`config.mk`:
```
export PLATFORM = sky130hd
export DESIGN_NAME = lcd_controller
export DESIGN_NICKNAME = d
export VERILOG_FILES = /design/src/source/lcd_pkg.sv /design/src/source/lcd_bus_timer.sv /design/src/source/lcd_command_fsm.sv /design/src/source/lcd_controller.sv /design/src/source/lcd_data_writer.sv /design/src/source/lcd_pixel_fifo.sv
export SDC_FILE = /design/constraint.sdc
export NUM_CORES = 1
export LEC_CHECK = 0
export BUFFER_PORTS_ARGS = -buffer_cell sky130_fd_sc_hd__buf_4
export CAP_MARGIN = 10
export CELL_PAD_IN_SITES_DETAIL_PLACEMENT = 0
export CELL_PAD_IN_SITES_GLOBAL_PLACEMENT = 1
export CORE_ASPECT_RATIO = 2
export CORE_UTILIZATION = 45
export DETAILED_ROUTE_END_ITERATION = 16
export PLACE_DENSITY = 0.78
export SETUP_SLACK_MARGIN = 0.2
export SYNTH_ARGS = -nofsm -noshare
export SYNTH_HDL_FRONTEND = slang
export SYNTH_SLANG_ARGS = --single-unit
```
`constraint.sdc`:
```
create_clock -name i_clk -period 10.93 [get_ports i_clk]
set_input_delay 3.279 -clock i_clk [delete_from_list [all_inputs] [get_ports i_clk]]
set_output_delay 3.279 -clock i_clk [all_outputs]
set_load 0.02 [all_outputs]
```
`src/source/lcd_pkg.sv`:
```
package lcd_pkg;

  // One request from a master to the bus engine
  typedef struct packed {
    logic       start;
    logic       read;
    logic       dc;
    logic [7:0] data;
  } lcd_xfer_t;

  // Panel side of the 8080 bus
  typedef struct packed {
    logic       dc;
    logic       write_n;
    logic       read_n;
    logic       data_oe;
    logic [7:0] data;
  } lcd_pins_t;

  typedef enum logic [7:0] {
    NOP         = 8'h00,
    SOFT_RESET  = 8'h01,
    SLEEP_OUT   = 8'h11,
    DISPLAY_ON  = 8'h29,
    COLUMN_SET  = 8'h2A,
    PAGE_SET    = 8'h2B,
    MEM_WRITE   = 8'h2C
  } lcd_opcode_e;

  typedef enum logic [1:0] {
    CMD_IDLE,
    CMD_XFER,
    CMD_DONE
  } cmd_state_e;

  typedef enum logic [2:0] {
    WR_IDLE,
    WR_WAIT_TE,
    WR_SEND_OP,
    WR_LOAD,
    WR_SEND_BYTE,
    WR_DONE
  } wr_state_e;

endpackage

```
`src/source/lcd_bus_timer.sv`:
```
`timescale 1ns/1ps

module lcd_bus_timer #(
  parameter int STROBE_CYCLES = 2
)(
  input  logic              i_clk,
  input  logic              i_reset,
  input  lcd_pkg::lcd_xfer_t i_xfer,
  input  logic [7:0]        i_data_in,
  output lcd_pkg::lcd_pins_t o_pins,
  output logic              o_done,
  output logic [7:0]        o_rd_data
);

  localparam int CW = (STROBE_CYCLES > 1) ? $clog2(STROBE_CYCLES) : 1;

  lcd_pkg::lcd_xfer_t req;
  logic               busy;
  logic               phase_high;
  logic [CW-1:0]      cnt;
  logic               strobe;
  logic               last_cycle;

  assign last_cycle = (cnt == CW'(STROBE_CYCLES - 1));
  assign strobe     = busy && !phase_high;

  always_ff @(posedge i_clk) begin
    if (i_reset) begin
      busy       <= 1'b0;
      phase_high <= 1'b0;
      cnt        <= '0;
      o_done     <= 1'b0;
    end else begin
      o_done <= 1'b0;
      if (!busy) begin
        if (i_xfer.start) begin
          busy       <= 1'b1;
          phase_high <= 1'b0;
          cnt        <= '0;
        end
      end else if (last_cycle) begin
        cnt <= '0;
        if (phase_high) begin
          busy   <= 1'b0;
          o_done <= 1'b1;
        end else begin
          phase_high <= 1'b1;
        end
      end else begin
        cnt <= cnt + 1'b1;
      end
    end
  end

  // Latched request and captured read byte
  always_ff @(posedge i_clk) begin
    if (!busy && i_xfer.start)
      req <= i_xfer;
    // Sample on the last low cycle of a read strobe
    if (strobe && last_cycle && req.read)
      o_rd_data <= i_data_in;
  end

  assign o_pins.dc      = req.dc;
  assign o_pins.write_n = !(strobe && !req.read);
  assign o_pins.read_n  = !(strobe && req.read);
  assign o_pins.data_oe = busy && !req.read;
  assign o_pins.data    = req.data;

endmodule

```
`src/source/lcd_command_fsm.sv`:
```
`timescale 1ns/1ps

module lcd_command_fsm (
  input  logic               i_clk,
  input  logic               i_reset,
  input  logic               i_enable,
  input  logic               i_cmd_parameter,
  input  logic               i_cmd_write_stb,
  input  logic               i_cmd_read_stb,
  input  logic [7:0]         i_cmd_data,
  input  logic               i_done,
  input  logic [7:0]         i_rd_data,
  output lcd_pkg::lcd_xfer_t o_xfer,
  output logic [7:0]         o_cmd_data,
  output logic               o_cmd_finished
);

  lcd_pkg::cmd_state_e state;
  logic                accept;
  logic                is_read;

  // Strobe goes straight to the bus engine from idle
  assign accept = (state == lcd_pkg::CMD_IDLE) && i_enable &&
                  (i_cmd_write_stb || i_cmd_read_stb);

  assign o_xfer.start = accept;
  assign o_xfer.read  = i_cmd_read_stb;
  assign o_xfer.dc    = i_cmd_parameter;
  assign o_xfer.data  = i_cmd_data;

  assign o_cmd_finished = (state == lcd_pkg::CMD_DONE);

  always_ff @(posedge i_clk) begin
    if (i_reset) begin
      state <= lcd_pkg::CMD_IDLE;
    end else begin
      case (state)
        lcd_pkg::CMD_IDLE: begin
          if (accept)
            state <= lcd_pkg::CMD_XFER;
        end
        lcd_pkg::CMD_XFER: begin
          if (i_done)
            state <= lcd_pkg::CMD_DONE;
        end
        lcd_pkg::CMD_DONE: begin
          state <= lcd_pkg::CMD_IDLE;
        end
        default: begin
          state <= lcd_pkg::CMD_IDLE;
        end
      endcase
    end
  end

  always_ff @(posedge i_clk) begin
    if (accept)
      is_read <= i_cmd_read_stb;
    // Read byte holds until the next read
    if ((state == lcd_pkg::CMD_XFER) && i_done && is_read)
      o_cmd_data <= i_rd_data;
  end

endmodule

```
`src/source/lcd_controller.sv`:
```
`timescale 1ns/1ps

module lcd_controller #(
  parameter int STROBE_CYCLES = 2,
  parameter int BUFFER_DEPTH  = 16
)(
  input  logic                          i_clk,
  input  logic                          i_reset,
  input  logic                          i_enable,
  input  logic                          i_reset_display,
  input  logic                          i_data_command_mode,
  input  logic                          i_enable_tearing,
  input  logic                          i_frame_start,
  input  logic [31:0]                   i_num_pixels,
  input  logic                          i_cmd_parameter,
  input  logic                          i_cmd_write_stb,
  input  logic                          i_cmd_read_stb,
  input  logic [7:0]                    i_cmd_data,
  output logic [7:0]                    o_cmd_data,
  output logic                          o_cmd_finished,
  input  logic                          i_backlight_enable,
  input  logic                          i_chip_select,
  input  logic                          i_fifo_stb,
  input  logic [23:0]                   i_fifo_data,
  output logic                          o_fifo_full,
  output logic [$clog2(BUFFER_DEPTH):0] o_fifo_count,
  output logic                          o_frame_done,
  output logic                          o_backlight_enable,
  output logic                          o_register_data_sel,
  output logic                          o_write_n,
  output logic                          o_read_n,
  output logic [7:0]                    o_data,
  output logic                          o_data_oe,
  input  logic [7:0]                    i_data,
  output logic                          o_cs_n,
  output logic                          o_reset_n,
  input  logic                          i_tearing_effect,
  output logic                          o_display_on
);

  localparam int PIXEL_WIDTH = 24;

  lcd_pkg::lcd_xfer_t     cmd_xfer;
  lcd_pkg::lcd_xfer_t     wr_xfer;
  lcd_pkg::lcd_xfer_t     bus_xfer;
  lcd_pkg::lcd_pins_t     pins;
  logic                   bus_done;
  logic [7:0]             bus_rd_data;
  logic                   fifo_empty;
  logic                   fifo_pop;
  logic [PIXEL_WIDTH-1:0] fifo_head;

  lcd_command_fsm cmd0 (
    .i_clk           (i_clk),
    .i_reset         (i_reset),
    .i_enable        (i_enable),
    .i_cmd_parameter (i_cmd_parameter),
    .i_cmd_write_stb (i_cmd_write_stb),
    .i_cmd_read_stb  (i_cmd_read_stb),
    .i_cmd_data      (i_cmd_data),
    .i_done          (bus_done && !i_data_command_mode),
    .i_rd_data       (bus_rd_data),
    .o_xfer          (cmd_xfer),
    .o_cmd_data      (o_cmd_data),
    .o_cmd_finished  (o_cmd_finished)
  );

  lcd_data_writer writer0 (
    .i_clk            (i_clk),
    .i_reset          (i_reset),
    .i_enable         (i_enable),
    .i_frame_start    (i_frame_start),
    .i_enable_tearing (i_enable_tearing),
    .i_tearing_effect (i_tearing_effect),
    .i_num_pixels     (i_num_pixels),
    .i_fifo_empty     (fifo_empty),
    .i_fifo_data      (fifo_head),
    .i_done           (bus_done && i_data_command_mode),
    .o_fifo_pop       (fifo_pop),
    .o_xfer           (wr_xfer),
    .o_frame_done     (o_frame_done)
  );

  lcd_pixel_fifo #(
    .BUFFER_DEPTH (BUFFER_DEPTH)
  ) fifo0 (
    .i_clk       (i_clk),
    .i_reset     (i_reset),
    .i_push      (i_fifo_stb),
    .i_push_data (i_fifo_data),
    .i_pop       (fifo_pop),
    .o_pop_data  (fifo_head),
    .o_empty     (fifo_empty),
    .o_full      (o_fifo_full),
    .o_count     (o_fifo_count)
  );

  // Mode level picks the bus owner
  assign bus_xfer = i_data_command_mode ? wr_xfer : cmd_xfer;

  lcd_bus_timer #(
    .STROBE_CYCLES (STROBE_CYCLES)
  ) bus0 (
    .i_clk     (i_clk),
    .i_reset   (i_reset),
    .i_xfer    (bus_xfer),
    .i_data_in (i_data),
    .o_pins    (pins),
    .o_done    (bus_done),
    .o_rd_data (bus_rd_data)
  );

  assign o_register_data_sel = pins.dc;
  assign o_write_n           = pins.write_n;
  assign o_read_n            = pins.read_n;
  assign o_data_oe           = pins.data_oe;
  assign o_data              = pins.data;

  assign o_cs_n             = ~i_chip_select;
  assign o_reset_n          = ~i_reset_display;
  assign o_backlight_enable = i_backlight_enable;
  assign o_display_on       = i_enable;

endmodule

```
`src/source/lcd_data_writer.sv`:
```
`timescale 1ns/1ps

module lcd_data_writer (
  input  logic               i_clk,
  input  logic               i_reset,
  input  logic               i_enable,
  input  logic               i_frame_start,
  input  logic               i_enable_tearing,
  input  logic               i_tearing_effect,
  input  logic [31:0]        i_num_pixels,
  input  logic               i_fifo_empty,
  input  logic [23:0]        i_fifo_data,
  input  logic               i_done,
  output logic               o_fifo_pop,
  output lcd_pkg::lcd_xfer_t o_xfer,
  output logic               o_frame_done
);

  lcd_pkg::wr_state_e state;
  logic               frame_q;
  logic               te_q;
  logic               frame_rise;
  logic               te_rise;
  logic               pending;
  logic               sending;
  logic [31:0]        remaining;
  logic [1:0]         byte_idx;
  logic [23:0]        shift;

  assign frame_rise = i_frame_start && !frame_q;
  assign te_rise    = i_tearing_effect && !te_q;
  assign sending    = (state == lcd_pkg::WR_SEND_OP) || (state == lcd_pkg::WR_SEND_BYTE);

  assign o_xfer.start = sending && !pending;
  assign o_xfer.read  = 1'b0;
  assign o_xfer.dc    = (state != lcd_pkg::WR_SEND_OP);
  assign o_xfer.data  = (state == lcd_pkg::WR_SEND_OP) ? lcd_pkg::MEM_WRITE : shift[23:16];

  assign o_fifo_pop   = (state == lcd_pkg::WR_LOAD) && i_enable && !i_fifo_empty;
  assign o_frame_done = (state == lcd_pkg::WR_DONE);

  always_ff @(posedge i_clk) begin
    if (i_reset) begin
      state   <= lcd_pkg::WR_IDLE;
      frame_q <= 1'b0;
      te_q    <= 1'b0;
      pending <= 1'b0;
    end else begin
      frame_q <= i_frame_start;
      te_q    <= i_tearing_effect;
      if (o_xfer.start)
        pending <= 1'b1;
      else if (i_done)
        pending <= 1'b0;

      case (state)
        lcd_pkg::WR_IDLE: begin
          if (i_enable && frame_rise)
            state <= i_enable_tearing ? lcd_pkg::WR_WAIT_TE : lcd_pkg::WR_SEND_OP;
        end
        lcd_pkg::WR_WAIT_TE: begin
          if (!i_enable)
            state <= lcd_pkg::WR_IDLE;
          else if (te_rise)
            state <= lcd_pkg::WR_SEND_OP;
        end
        lcd_pkg::WR_SEND_OP: begin
          if (i_done) begin
            if (!i_enable)
              state <= lcd_pkg::WR_IDLE;
            else
              state <= (remaining == '0) ? lcd_pkg::WR_DONE : lcd_pkg::WR_LOAD;
          end
        end
        lcd_pkg::WR_LOAD: begin
          // Stall here while the FIFO is empty
          if (!i_enable)
            state <= lcd_pkg::WR_IDLE;
          else if (!i_fifo_empty)
            state <= lcd_pkg::WR_SEND_BYTE;
        end
        lcd_pkg::WR_SEND_BYTE: begin
          if (i_done) begin
            if (!i_enable)
              state <= lcd_pkg::WR_IDLE;
            else if (byte_idx == 2'd2)
              state <= (remaining == 32'd1) ? lcd_pkg::WR_DONE : lcd_pkg::WR_LOAD;
          end
        end
        lcd_pkg::WR_DONE: begin
          state <= lcd_pkg::WR_IDLE;
        end
        default: begin
          state <= lcd_pkg::WR_IDLE;
        end
      endcase
    end
  end

  // Pixel countdown and byte split
  always_ff @(posedge i_clk) begin
    if ((state == lcd_pkg::WR_IDLE) && frame_rise)
      remaining <= i_num_pixels;
    if (o_fifo_pop) begin
      shift    <= i_fifo_data;
      byte_idx <= 2'd0;
    end else if ((state == lcd_pkg::WR_SEND_BYTE) && i_done) begin
      shift    <= {shift[15:0], 8'h00};
      byte_idx <= byte_idx + 2'd1;
      if (byte_idx == 2'd2)
        remaining <= remaining - 32'd1;
    end
  end

endmodule

```
`src/source/lcd_pixel_fifo.sv`:
```
`timescale 1ns/1ps

module lcd_pixel_fifo #(
  parameter int BUFFER_DEPTH = 16
)(
  input  logic                          i_clk,
  input  logic                          i_reset,
  input  logic                          i_push,
  input  logic [23:0]                   i_push_data,
  input  logic                          i_pop,
  output logic [23:0]                   o_pop_data,
  output logic                          o_empty,
  output logic                          o_full,
  output logic [$clog2(BUFFER_DEPTH):0] o_count
);

  localparam int PIXEL_WIDTH = 24;
  localparam int AW          = $clog2(BUFFER_DEPTH);

  logic [PIXEL_WIDTH-1:0] mem [BUFFER_DEPTH];
  logic [AW-1:0]          wr_ptr;
  logic [AW-1:0]          rd_ptr;
  logic                   push_ok;
  logic                   pop_ok;

  assign o_empty = (o_count == '0);
  assign o_full  = (o_count == (AW + 1)'(BUFFER_DEPTH));
  // Pushes while full are dropped
  assign push_ok = i_push && !o_full;
  assign pop_ok  = i_pop && !o_empty;

  assign o_pop_data = mem[rd_ptr];

  always_ff @(posedge i_clk) begin
    if (push_ok)
      mem[wr_ptr] <= i_push_data;
  end

  always_ff @(posedge i_clk) begin
    if (i_reset) begin
      wr_ptr  <= '0;
      rd_ptr  <= '0;
      o_count <= '0;
    end else begin
      if (push_ok)
        wr_ptr <= wr_ptr + 1'b1;
      if (pop_ok)
        rd_ptr <= rd_ptr + 1'b1;
      if (push_ok && !pop_ok)
        o_count <= o_count + 1'b1;
      else if (pop_ok && !push_ok)
        o_count <= o_count - 1'b1;
    end
  end

endmodule

```
# Word-level counts from Yosys, hierarchy flattened
# Memories as Yosys holds them, arrays and structs flattened. A register that Yosys moved wholly into a read port is not among the register bits.
# Cells that the tools add are included.
# word_totals
n_memories	1
ff_bits	110
ram_bits	384
input_bits	86
output_inout_bits	32
# classes
eq_ne	20
bitwise	4
n_reduce_logical	52
mux	43
addsub	7
# memory_table
name	words	word_bits	read_ports	rd_clocked_by_memory_dff	write_ports	line	source
fifo0.mem	16	24	1	1	1	lcd_pixel_fifo.sv:20	logic [PIXEL_WIDTH-1:0] mem [BUFFER_DEPTH];
# ops
operator	count
$mux 32	4
$mux 24	2
$mux 3	12
$eq 32x1->1 const B	1
$logic_not 32->1	1
$sub 32x1->32 const B	1
$logic_and 1x1->1	25
$pmux 3 s5	1
$mux 1	14
$logic_not 1->1	13
$mux 11	1
$mux 5	2
$ne 2x1->1 const B	5
$ne 3x2->1 const B	3
$add 4x1->4 const B	2
$mux 4	2
$mux 8	1
$reduce_bool 2->1	4
$eq 3x2->1 const B	2
$eq 3x3->1 const B	2
$mux 2	3
$reduce_and 6->1	1
$add 5x1->5 const B	1
$eq 5x5->1 const B	1
16 further kinds	22

# Depth between registers and ports, before layout
# Gate-level depths: netlist of the first run.
# logic_depth
ltp_word	7
depth_mapped	15
depth_no_buf	13

# By module
# Synthesis of the first run repeated with hierarchy kept, for this count alone.
# unflattened
hier_cells	1161
hier_area_um2	20136.8
# by_module_without_submodules
mod	cells_each	n_inst	seq_area_each_um2	area_per_inst_um2
lcd_pixel_fifo	700	1	11871.4	15287.2
lcd_data_writer	368	1	1521.5	3410.8
lcd_bus_timer	46	1	620.6	783.3
lcd_command_fsm	29	1	310.3	451.7
lcd_controller	18	1	0.0	203.9

# Least setup slack after synthesis of the first run
# Ideal clock, no wire load.
# synth_path
path_kind	input to output
from	in i_backlight_enable
to	out o_backlight_enable
arrival_ps	3413
required_time_ps	7651
path_slack_ps	4238
n_path_buf	1
stages	1
cell_sequence	buf_4
# synth_rtl
element	line	source
start: declaration	lcd_controller.sv:21	input logic i_backlight_enable,
end: declaration	lcd_controller.sv:28	output logic o_backlight_enable,
# No word-level cell between the ends.

# Worst setup path after layout of the first run
# layout_path
from	in i_enable
to	out o_display_on
# layout_rtl
element	line	source
start: declaration	lcd_controller.sv:9	input logic i_enable,
end: declaration	lcd_controller.sv:38	output logic o_display_on
# No word-level cell between the ends.

==> results by group, run 1 <==
Run status
  – Outcome: complete, no violations

STA
  – Fmax: 145 MHz
  – Period utilization: 62.9%
  – Relative slew slack: 26.0%
  – Final Skew: 0.0182 ns
  – Setup-failing EPs final: 0
  – Period minus WS final: 6.87 ns
  – RSZ-0062 raised after global routing: no
  – Final Hold Fails: 0
  – Worst hold slack: 0.420 ns
  – Slew at the pin closest to its max-slew limit: 1.11 ns
  – Slew Limit Fails: 0
  – Sum Neg Setup Slack: 0 ns

Layout
  – Syn-to-layout area delta: 14.7%
  – Layout cells sized above 1: 27.7%
  – Diodes inserted: 0
  – Layout net count: 1350
  – Final cell count without fillers: 1832
  – Final Cell Area: 22700 um2
  – Fin util: 52.4%

Setup path
  – Worst path depth: 2
  – Critical Path Max Stage Delay: 0.16 ns
  – Worst path slowest cell: buf_4
  – Worst flop-to-flop path startpoint: writer0.state[0]
  – Worst setup path start: i_enable
  – CP Launch Type: input pin
  – Setup crit end: o_display_on
  – Worst Path Max Fanout: 8
  – Arrival @ worst endpoint: 3.60 ns
  – Critical R2R Capture: fifo0.o_count[4]
  – Critical path's top delay family: buffers and inverters
  – Register-to-Register Path Depth: 12
  – Crit path kind: in -> out
  – Worst-path cell chain: buf_4 > buf_4
  – Req. time, crit path: 7.65 ns
  – Most used cell, CP: buf_4
  – R2R Setup Slk: 6.46 ns
  – CP endpoint kind: output port
  – Count of buffer and inverter cells on the critical path: 2

Synth
  – Post-synthesis cell count: 1134
  – Asr flop ratio synth: 0%
  – Seq/Total Area, Yosys: 72.2%
  – Yosys warnings: 0
  – Syn Area/Cell: 17.5 um2
  – Synthesis-stage register bit count: 498
  – Syn nets: 1233
  – Synth cell types: 56
  – Post-synth EDFFs: 435
  – Main synth FF type: edfxtp_1
  – Mapped cell area: 19800 um2

Placed design
  – Placed Cells incl. Taps: 1756
  – Placed cell areas: 21300 um2
  – Routability cong.: 0.815
  – Final HPWL DP: 26900 um
  – Input/output buffers: 115

Power and ir drop
  – Worst VDD drop: 0.105 mV
  – Combinational fraction of design power: 6.9%
  – Switch Pwr: 893 uW
  – PD cells: 177 nW/um2
  – Sequential share of power: 54.6%
  – Static leakage: 0.00737 uW
  – Net Sw Frac: 22.2%
  – Clock share of power: 38.5%
  – Internal: 3130 uW

Detailed routing
  – Antenna Nets Post-Route: 0
  – DRT Wirelength: 44000 um
  – Pre-antenna DRT Iters: 5
  – Number of DRC markers in iteration 0: 685
  – DR vias/cell: 5.69
  – Wire per inst: 24.0 um
  – Routed via count: 10433
  – Drt drc: 0

Clock network
  – # hold bufs at CTS: 0
  – Post-CTS Resized: 0
  – H-Tree Depth: 2
  – Skew-Pair Late Insertion Delay: 0.56 ns
  – Clock buffer depth: 3
  – Root buffer cell: clkbuf_16
  – Cts bufs inserted: 43
  – Clock sink count: 498
  – Clock transition at path regs: 0.06 ns
  – CTS tree: done
  – Post-CTS Setup Bufs: 0

Die
  – Initial Utilization: 45.7%
  – Die Span Y: 299 um
  – Core area: 43400 um2
  – IO Pins: 118
  – Total Die Area: 45000 um2
  – Die Span X: 150 um
  – # rows: 108

GRT
  – Vias in the first global route: 10961
  – Wire length of the first global-routing pass: 65500 um
  – Global Route Usage Sum: 20.1%
  – Total gr overflow: 0
  – Largest net degree at the start of global routing: 61
  – Initial antenna violation count: 0

Job
  – Max cap viols: 0

Hold path
  – HP Class: reg -> reg
[kinds of logic after synthesis]
logic type | share of synthesized area, %
muxes | 13.7
and+or+nand+nor | 6.79
buffers and inverters | 2.00
DFF | 72.2
adders and majority gates | 0.858
xor gates and xnor gates | 0.486
AOI/OAI and AO/OA | 3.91
[per-layer routing]
metal	vias up	wire length [um]	GRT usage, %
met4	0	1550	8.30
li1	4702	-	-
met2	333	24700	37.9
met5	-	0	0
met1	5307	15300	22.1
met3	91	2420	2.70
[worst min path at each step]
stage,start,end,cells after the start
finish,bus0.o_rd_data[5],cmd0.o_cmd_data[5],0
global placement,bus0.o_rd_data[1],cmd0.o_cmd_data[1],0
global route,bus0.o_rd_data[2],cmd0.o_cmd_data[2],0
floorplan,bus0.o_rd_data[0],cmd0.o_cmd_data[0],0
detailed placement,bus0.o_rd_data[0],cmd0.o_cmd_data[0],0
CTS,bus0.o_rd_data[0],cmd0.o_cmd_data[0],0
[cells in the final DEF, fill, tap and decap left out, types with 5 or more instances in the layout]
cell / netlist / final
o22ai_1: 6 / 6
nor4_1: 7 / 7
clkinv_2: 0 / 5
dfxtp_1: 63 / 59
a311oi_1: 13 / 13
clkbuf_1: 45 / 6
xor2_1: 6 / 6
nand2_1: 90 / 90
bufinv_16: 0 / 6
a211oi_1: 8 / 8
mux4_2: 120 / 120
a21oi_1: 40 / 40
nand4_1: 7 / 7
nor2b_1: 14 / 14
nor2_2: 0 / 12
ha_1: 12 / 12
nor2_1: 80 / 68
and3_1: 5 / 5
nand3_1: 7 / 7
or3_1: 5 / 5
buf_4: 10 / 139
inv_1: 25 / 25
edfxtp_1: 435 / 435
clkinv_1: 1 / 8
and2_1: 13 / 13
o21ai_0: 26 / 26
xnor2_1: 5 / 5
nand2b_1: 9 / 9
nor3_1: 18 / 14
clkbuf_16: 0 / 43
[power groups by stage]
stage               clock network [uW]  logic (uW)  registers [uW]
detailed placement                   0         285            2230
CTS                               1580         285            2190
global placement                     0         276            2230
global route                      1640         308            2200
floorplan                            0         161            2220
finish                            1550         279            2190
[final cells by class]
type                       count  area (um2)
clock buffer                  49        1100
clock inverter                27         324
fill                        3499       20600
inverter                      26        97.6
multi-input combinational    543        5160
sequential                   498       14300
tap                          550         688
timing repair buffer         139        1040
[cells in the mapped netlist (2+ instances only)]
cell / instances / area (um2)
clkbuf_1: 45 / 169
xor2_1: 6 / 52.6
o221a_2: 3 / 33.8
nor4_2: 2 / 25.0
nor4b_1: 2 / 17.5
o22a_1: 4 / 35.0
a211o_1: 2 / 17.5
or4_1: 2 / 15.0
buf_2: 8 / 40.0
nor4_1: 7 / 43.8
nor2_1: 80 / 300
xnor2_1: 5 / 43.8
and2_1: 13 / 81.3
nand2_1: 90 / 338
mux4_2: 120 / 2700
and3_1: 5 / 31.3
o31ai_1: 4 / 30.0
o32ai_1: 2 / 17.5
nand4_1: 7 / 43.8
nor3_1: 18 / 90.1
buf_4: 10 / 75.1
o21a_1: 4 / 30.0
a22oi_1: 2 / 15.0
ha_1: 12 / 150
nand3b_1: 2 / 15.0
nor3b_1: 4 / 30.0
a311oi_1: 13 / 114
a211oi_1: 8 / 60.1
nor2b_1: 14 / 87.6
edfxtp_1: 435 / 13100
dfxtp_1: 63 / 1260
o22ai_1: 6 / 37.5
and4_1: 2 / 17.5
nand3_1: 7 / 35.0
a21oi_1: 40 / 200
o211ai_1: 2 / 15.0
or4_4: 2 / 22.5
buf_1: 4 / 15.0
nand2b_1: 9 / 56.3
o21ai_0: 26 / 130
or3_1: 5 / 31.3
inv_1: 25 / 93.8
[registers in the layout, indices dropped and copies added, names as in the netlist, named ones only]
signal and cells:
cmd0.is_read 1, writer0.state 3, cmd0.o_cmd_data 8, bus0.busy 1, writer0.byte_idx 2, fifo0.o_count 5, bus0.phase_high 1, bus0.o_pins 9
writer0.te_q 1, fifo0.rd_ptr 4, cmd0.state 2, bus0.req 1, bus0.o_done 1, writer0.frame_q 1, writer0.pending 1, writer0.remaining 32
fifo0.wr_ptr 4, fifo0.mem 384, bus0.o_rd_data 8, bus0.cnt 1, writer0.shift 24
[metrics by stage]
stage                     worst slack, ns  total power (uW)
final                                4.06              4020
after global routing                 3.87              4150
after CTS                            4.06              4060
after detailed placement             3.65              2520
after floorplan                      4.24              2390
after global placement               3.71              2510
[worst reg2reg max path, cell delays in order, from the launching register on]
cell and delay (ns):
dfxtp_1 0.57, and3_1 0.29, and3_1 0.84, clkinv_1 0.79, ha_1 0.49, inv_1 0.12
ha_1 0.27, nor2b_1 0.15, o21a_1 0.17, or3_1 0.30, a21oi_1 0.18, xnor2_1 0.13
nor2_1 0.05
Power figures use the tool's default switching activity.
==> inputs of run 2 (changes only) <==
- clock period: 10.93 -> 6.68 ns (I/O delays scaled with it)
==> run 2 against run 1 <==
- sequential power increased by 64%
- flip-flop and latch count did not move
- first-iteration DRC count shrank 13%
- clock-buffer cell count decreased by 1
- global-route usage down 0.12 points
- combinational power grew 61%
- cell count down 0.33%
- worst setup slack worse by 2.4 ns
- critical endpoint is now fifo0.o_count[4]
==> results by group, run 2 (same netlist as run 1, synthesis figures left out) <==
Run status
  – Outcome: complete, no violations

STA
  – Worst hold slack: 0.423 ns (+0.00264 ns)
  – Relative slew slack: 27.4% (+1.4 points)
  – Slew at the pin closest to its max-slew limit: 1.08 ns (-0.0214 ns)
  – Final Skew: 0.0147 ns (-0.00348 ns)
  – Fmax: 201 MHz
  – RSZ-0062 raised after global routing: no
  – Sum Neg Setup Slack: 0 ns (unchanged)
  – Final Hold Fails: 0 (unchanged)
  – Setup-failing EPs final: 0 (unchanged)
  – Period minus WS final: 4.98 ns
  – Slew Limit Fails: 0 (unchanged)
  – Period utilization: 74.5%

Detailed routing
  – Drt drc: 0 (unchanged)
  – DR vias/cell: 5.71 (+0.32%)
  – Routed via count: 10432 (-0.0096%)
  – Pre-antenna DRT Iters: 5 (unchanged)
  – Number of DRC markers in iteration 0: 595 (-13%)
  – DRT Wirelength: 43600 um (-0.88%)
  – Wire per inst: 23.9 um (-0.55%)
  – Antenna Nets Post-Route: 0 (unchanged)

Setup path
  – Arrival @ worst endpoint: 5.40 ns (+1.80 ns)
  – CP endpoint kind: register
  – Worst Path Max Fanout: 32 (+24)
  – Crit path kind: in -> reg
  – Req. time, crit path: 7.10 ns (-0.55 ns)
  – CP Launch Type: input pin

Clock network
  – Post-CTS Resized: 0 (unchanged)
  – Cts bufs inserted: 42 (-2.3%)
  – Clock buffer depth: 3 (unchanged)
  – Clock sink count: 498 (unchanged)
  – Skew-Pair Late Insertion Delay: 0.55 ns (about the same)
  – Root buffer cell: clkbuf_16
  – Post-CTS Setup Bufs: 0 (unchanged)
  – H-Tree Depth: 2 (unchanged)
  – CTS tree: done
  – Clock transition at path regs: 0.06 ns (about the same)
  – # hold bufs at CTS: 0 (unchanged)

Power and ir drop
  – Worst VDD drop: 0.165 mV (+57%)
  – Clock share of power: 36.2% (-2.3 points)
  – Switch Pwr: 1390 uW (+55%)
  – PD cells: 280 nW/um2 (+58%)
  – Net Sw Frac: 21.9% (-0.28 points)
  – Sequential share of power: 56.7% (+2.1 points)
  – Combinational fraction of design power: 7.1% (+0.2 points)
  – Internal: 4940 uW (+58%)
  – Static leakage: 0.00730 uW (-0.88%)

Hold path
  – HP Class: reg -> reg

Die
  – IO Pins: 118 (unchanged)
  – # rows: 108 (unchanged)
  – Total Die Area: 45000 um2 (unchanged)
  – Initial Utilization: 45.7% (unchanged)
  – Die Span X: 150 um (unchanged)
  – Die Span Y: 299 um (unchanged)
  – Core area: 43400 um2 (unchanged)

GRT
  – Vias in the first global route: 10971 (+0.091%)
  – Total gr overflow: 0 (unchanged)
  – Wire length of the first global-routing pass: 65400 um (about the same)
  – Largest net degree at the start of global routing: 97 (+59%)
  – Initial antenna violation count: 1 (+1)
  – Global Route Usage Sum: 20.0% (-0.12 points)

Layout
  – Fin util: 52.1% (-0.33 points)
  – Final Cell Area: 22600 um2 (-0.62%)
  – Most frequent cells in the layout: edfxtp_1 (435), buf_4 (140), mux4_2 (120)
  – Layout cells sized above 1: 27.4% (-0.34 points)
  – Final cell count without fillers: 1826 (-0.33%)
  – Filler cell count: 3489 (-0.29%)
  – Diodes inserted: 0 (unchanged)
  – Layout net count: 1351 (+0.074%)
  – Registers with the most flip-flops: fifo0.mem x384, writer0.remaining x32, writer0.shift x24
  – Max FFs per register: 384 (unchanged)
  – Most flop-heavy register: fifo0.mem
  – Most common cell after layout, fill and taps aside: edfxtp_1
  – Syn-to-layout area delta: 14.0%

Placed design
  – Final HPWL DP: 26700 um (-0.82%)
  – Placed cell areas: 21400 um2 (+0.13%)
  – Routability cong.: 0.821 (+0.83%)
  – Input/output buffers: 115 (unchanged)
  – Placed Cells incl. Taps: 1758 (+0.11%)

Job
  – Max cap viols: 0 (unchanged)
[run 2: per-layer routing]
metal  vias up  routed length [um]  GRT usage (%)
met2       305               24300           37.3
met3        86                2090           2.79
met4         2                1820           9.52
met5         -                  16              0
met1      5350               15300           21.7
li1       4689                   -              -
[run 2: metrics by stage]
stage,setup slack [ns],power [uW]
6_report,1.70,6330
2_1_floorplan,2.00,3900
4_1_cts,1.67,6400
5_1_grt,1.50,6540
3_5_place_dp,1.13,4110
3_3_place_gp,1.24,4090
[run 2: layout make-up]
type / count / area (um2) / share of cell area, %
flip-flops and latches: 498 / 14300 / 63.4
clock inverters: 20 / 159 / 0.703
multi-input cells: 543 / 5160 / 22.8
well taps: 550 / 688 / 3.04
repair buffers: 141 / 1070 / 4.74
clock buffers: 48 / 1090 / 4.84
inverters: 26 / 97.6 / 0.432
[run 2: critical path: stages]
cell and delay, ns:
buf_4 0.14, and3_1 0.23, and3_1 0.18, buf_4 0.34, clkinv_1 0.61, ha_1 0.49
inv_1 0.12, ha_1 0.27, nor2b_1 0.16, o21a_1 0.18, or3_1 0.31, a21oi_1 0.18
xnor2_1 0.13, nor2_1 0.05
[run 2: worst paths after layout]
kind / slack, ns / start / to / depth (start not counted)
worst max-delay path: 1.70 / i_enable / fifo0.o_count[4] / 14
worst min-delay path: 0.42 / bus0.o_rd_data[0] / cmd0.o_cmd_data[0] / 0
worst max register to register: 2.69 / writer0.state[0] / fifo0.o_count[4] / 13
worst min register to register: 0.42 / bus0.o_rd_data[0] / cmd0.o_cmd_data[0] / 0
[run 2: power groups by stage]
| stage | Sequential, uW | Clock (uW) | Combinational, uW |
|---|---|---|---|
| 6_report | 3590 | 2290 | 448 |
| 5_1_grt | 3600 | 2440 | 497 |
| 4_1_cts | 3590 | 2350 | 457 |
| 3_5_place_dp | 3650 | 0 | 456 |
| 3_3_place_gp | 3650 | 0 | 444 |
| 2_1_floorplan | 3640 | 0 | 264 |
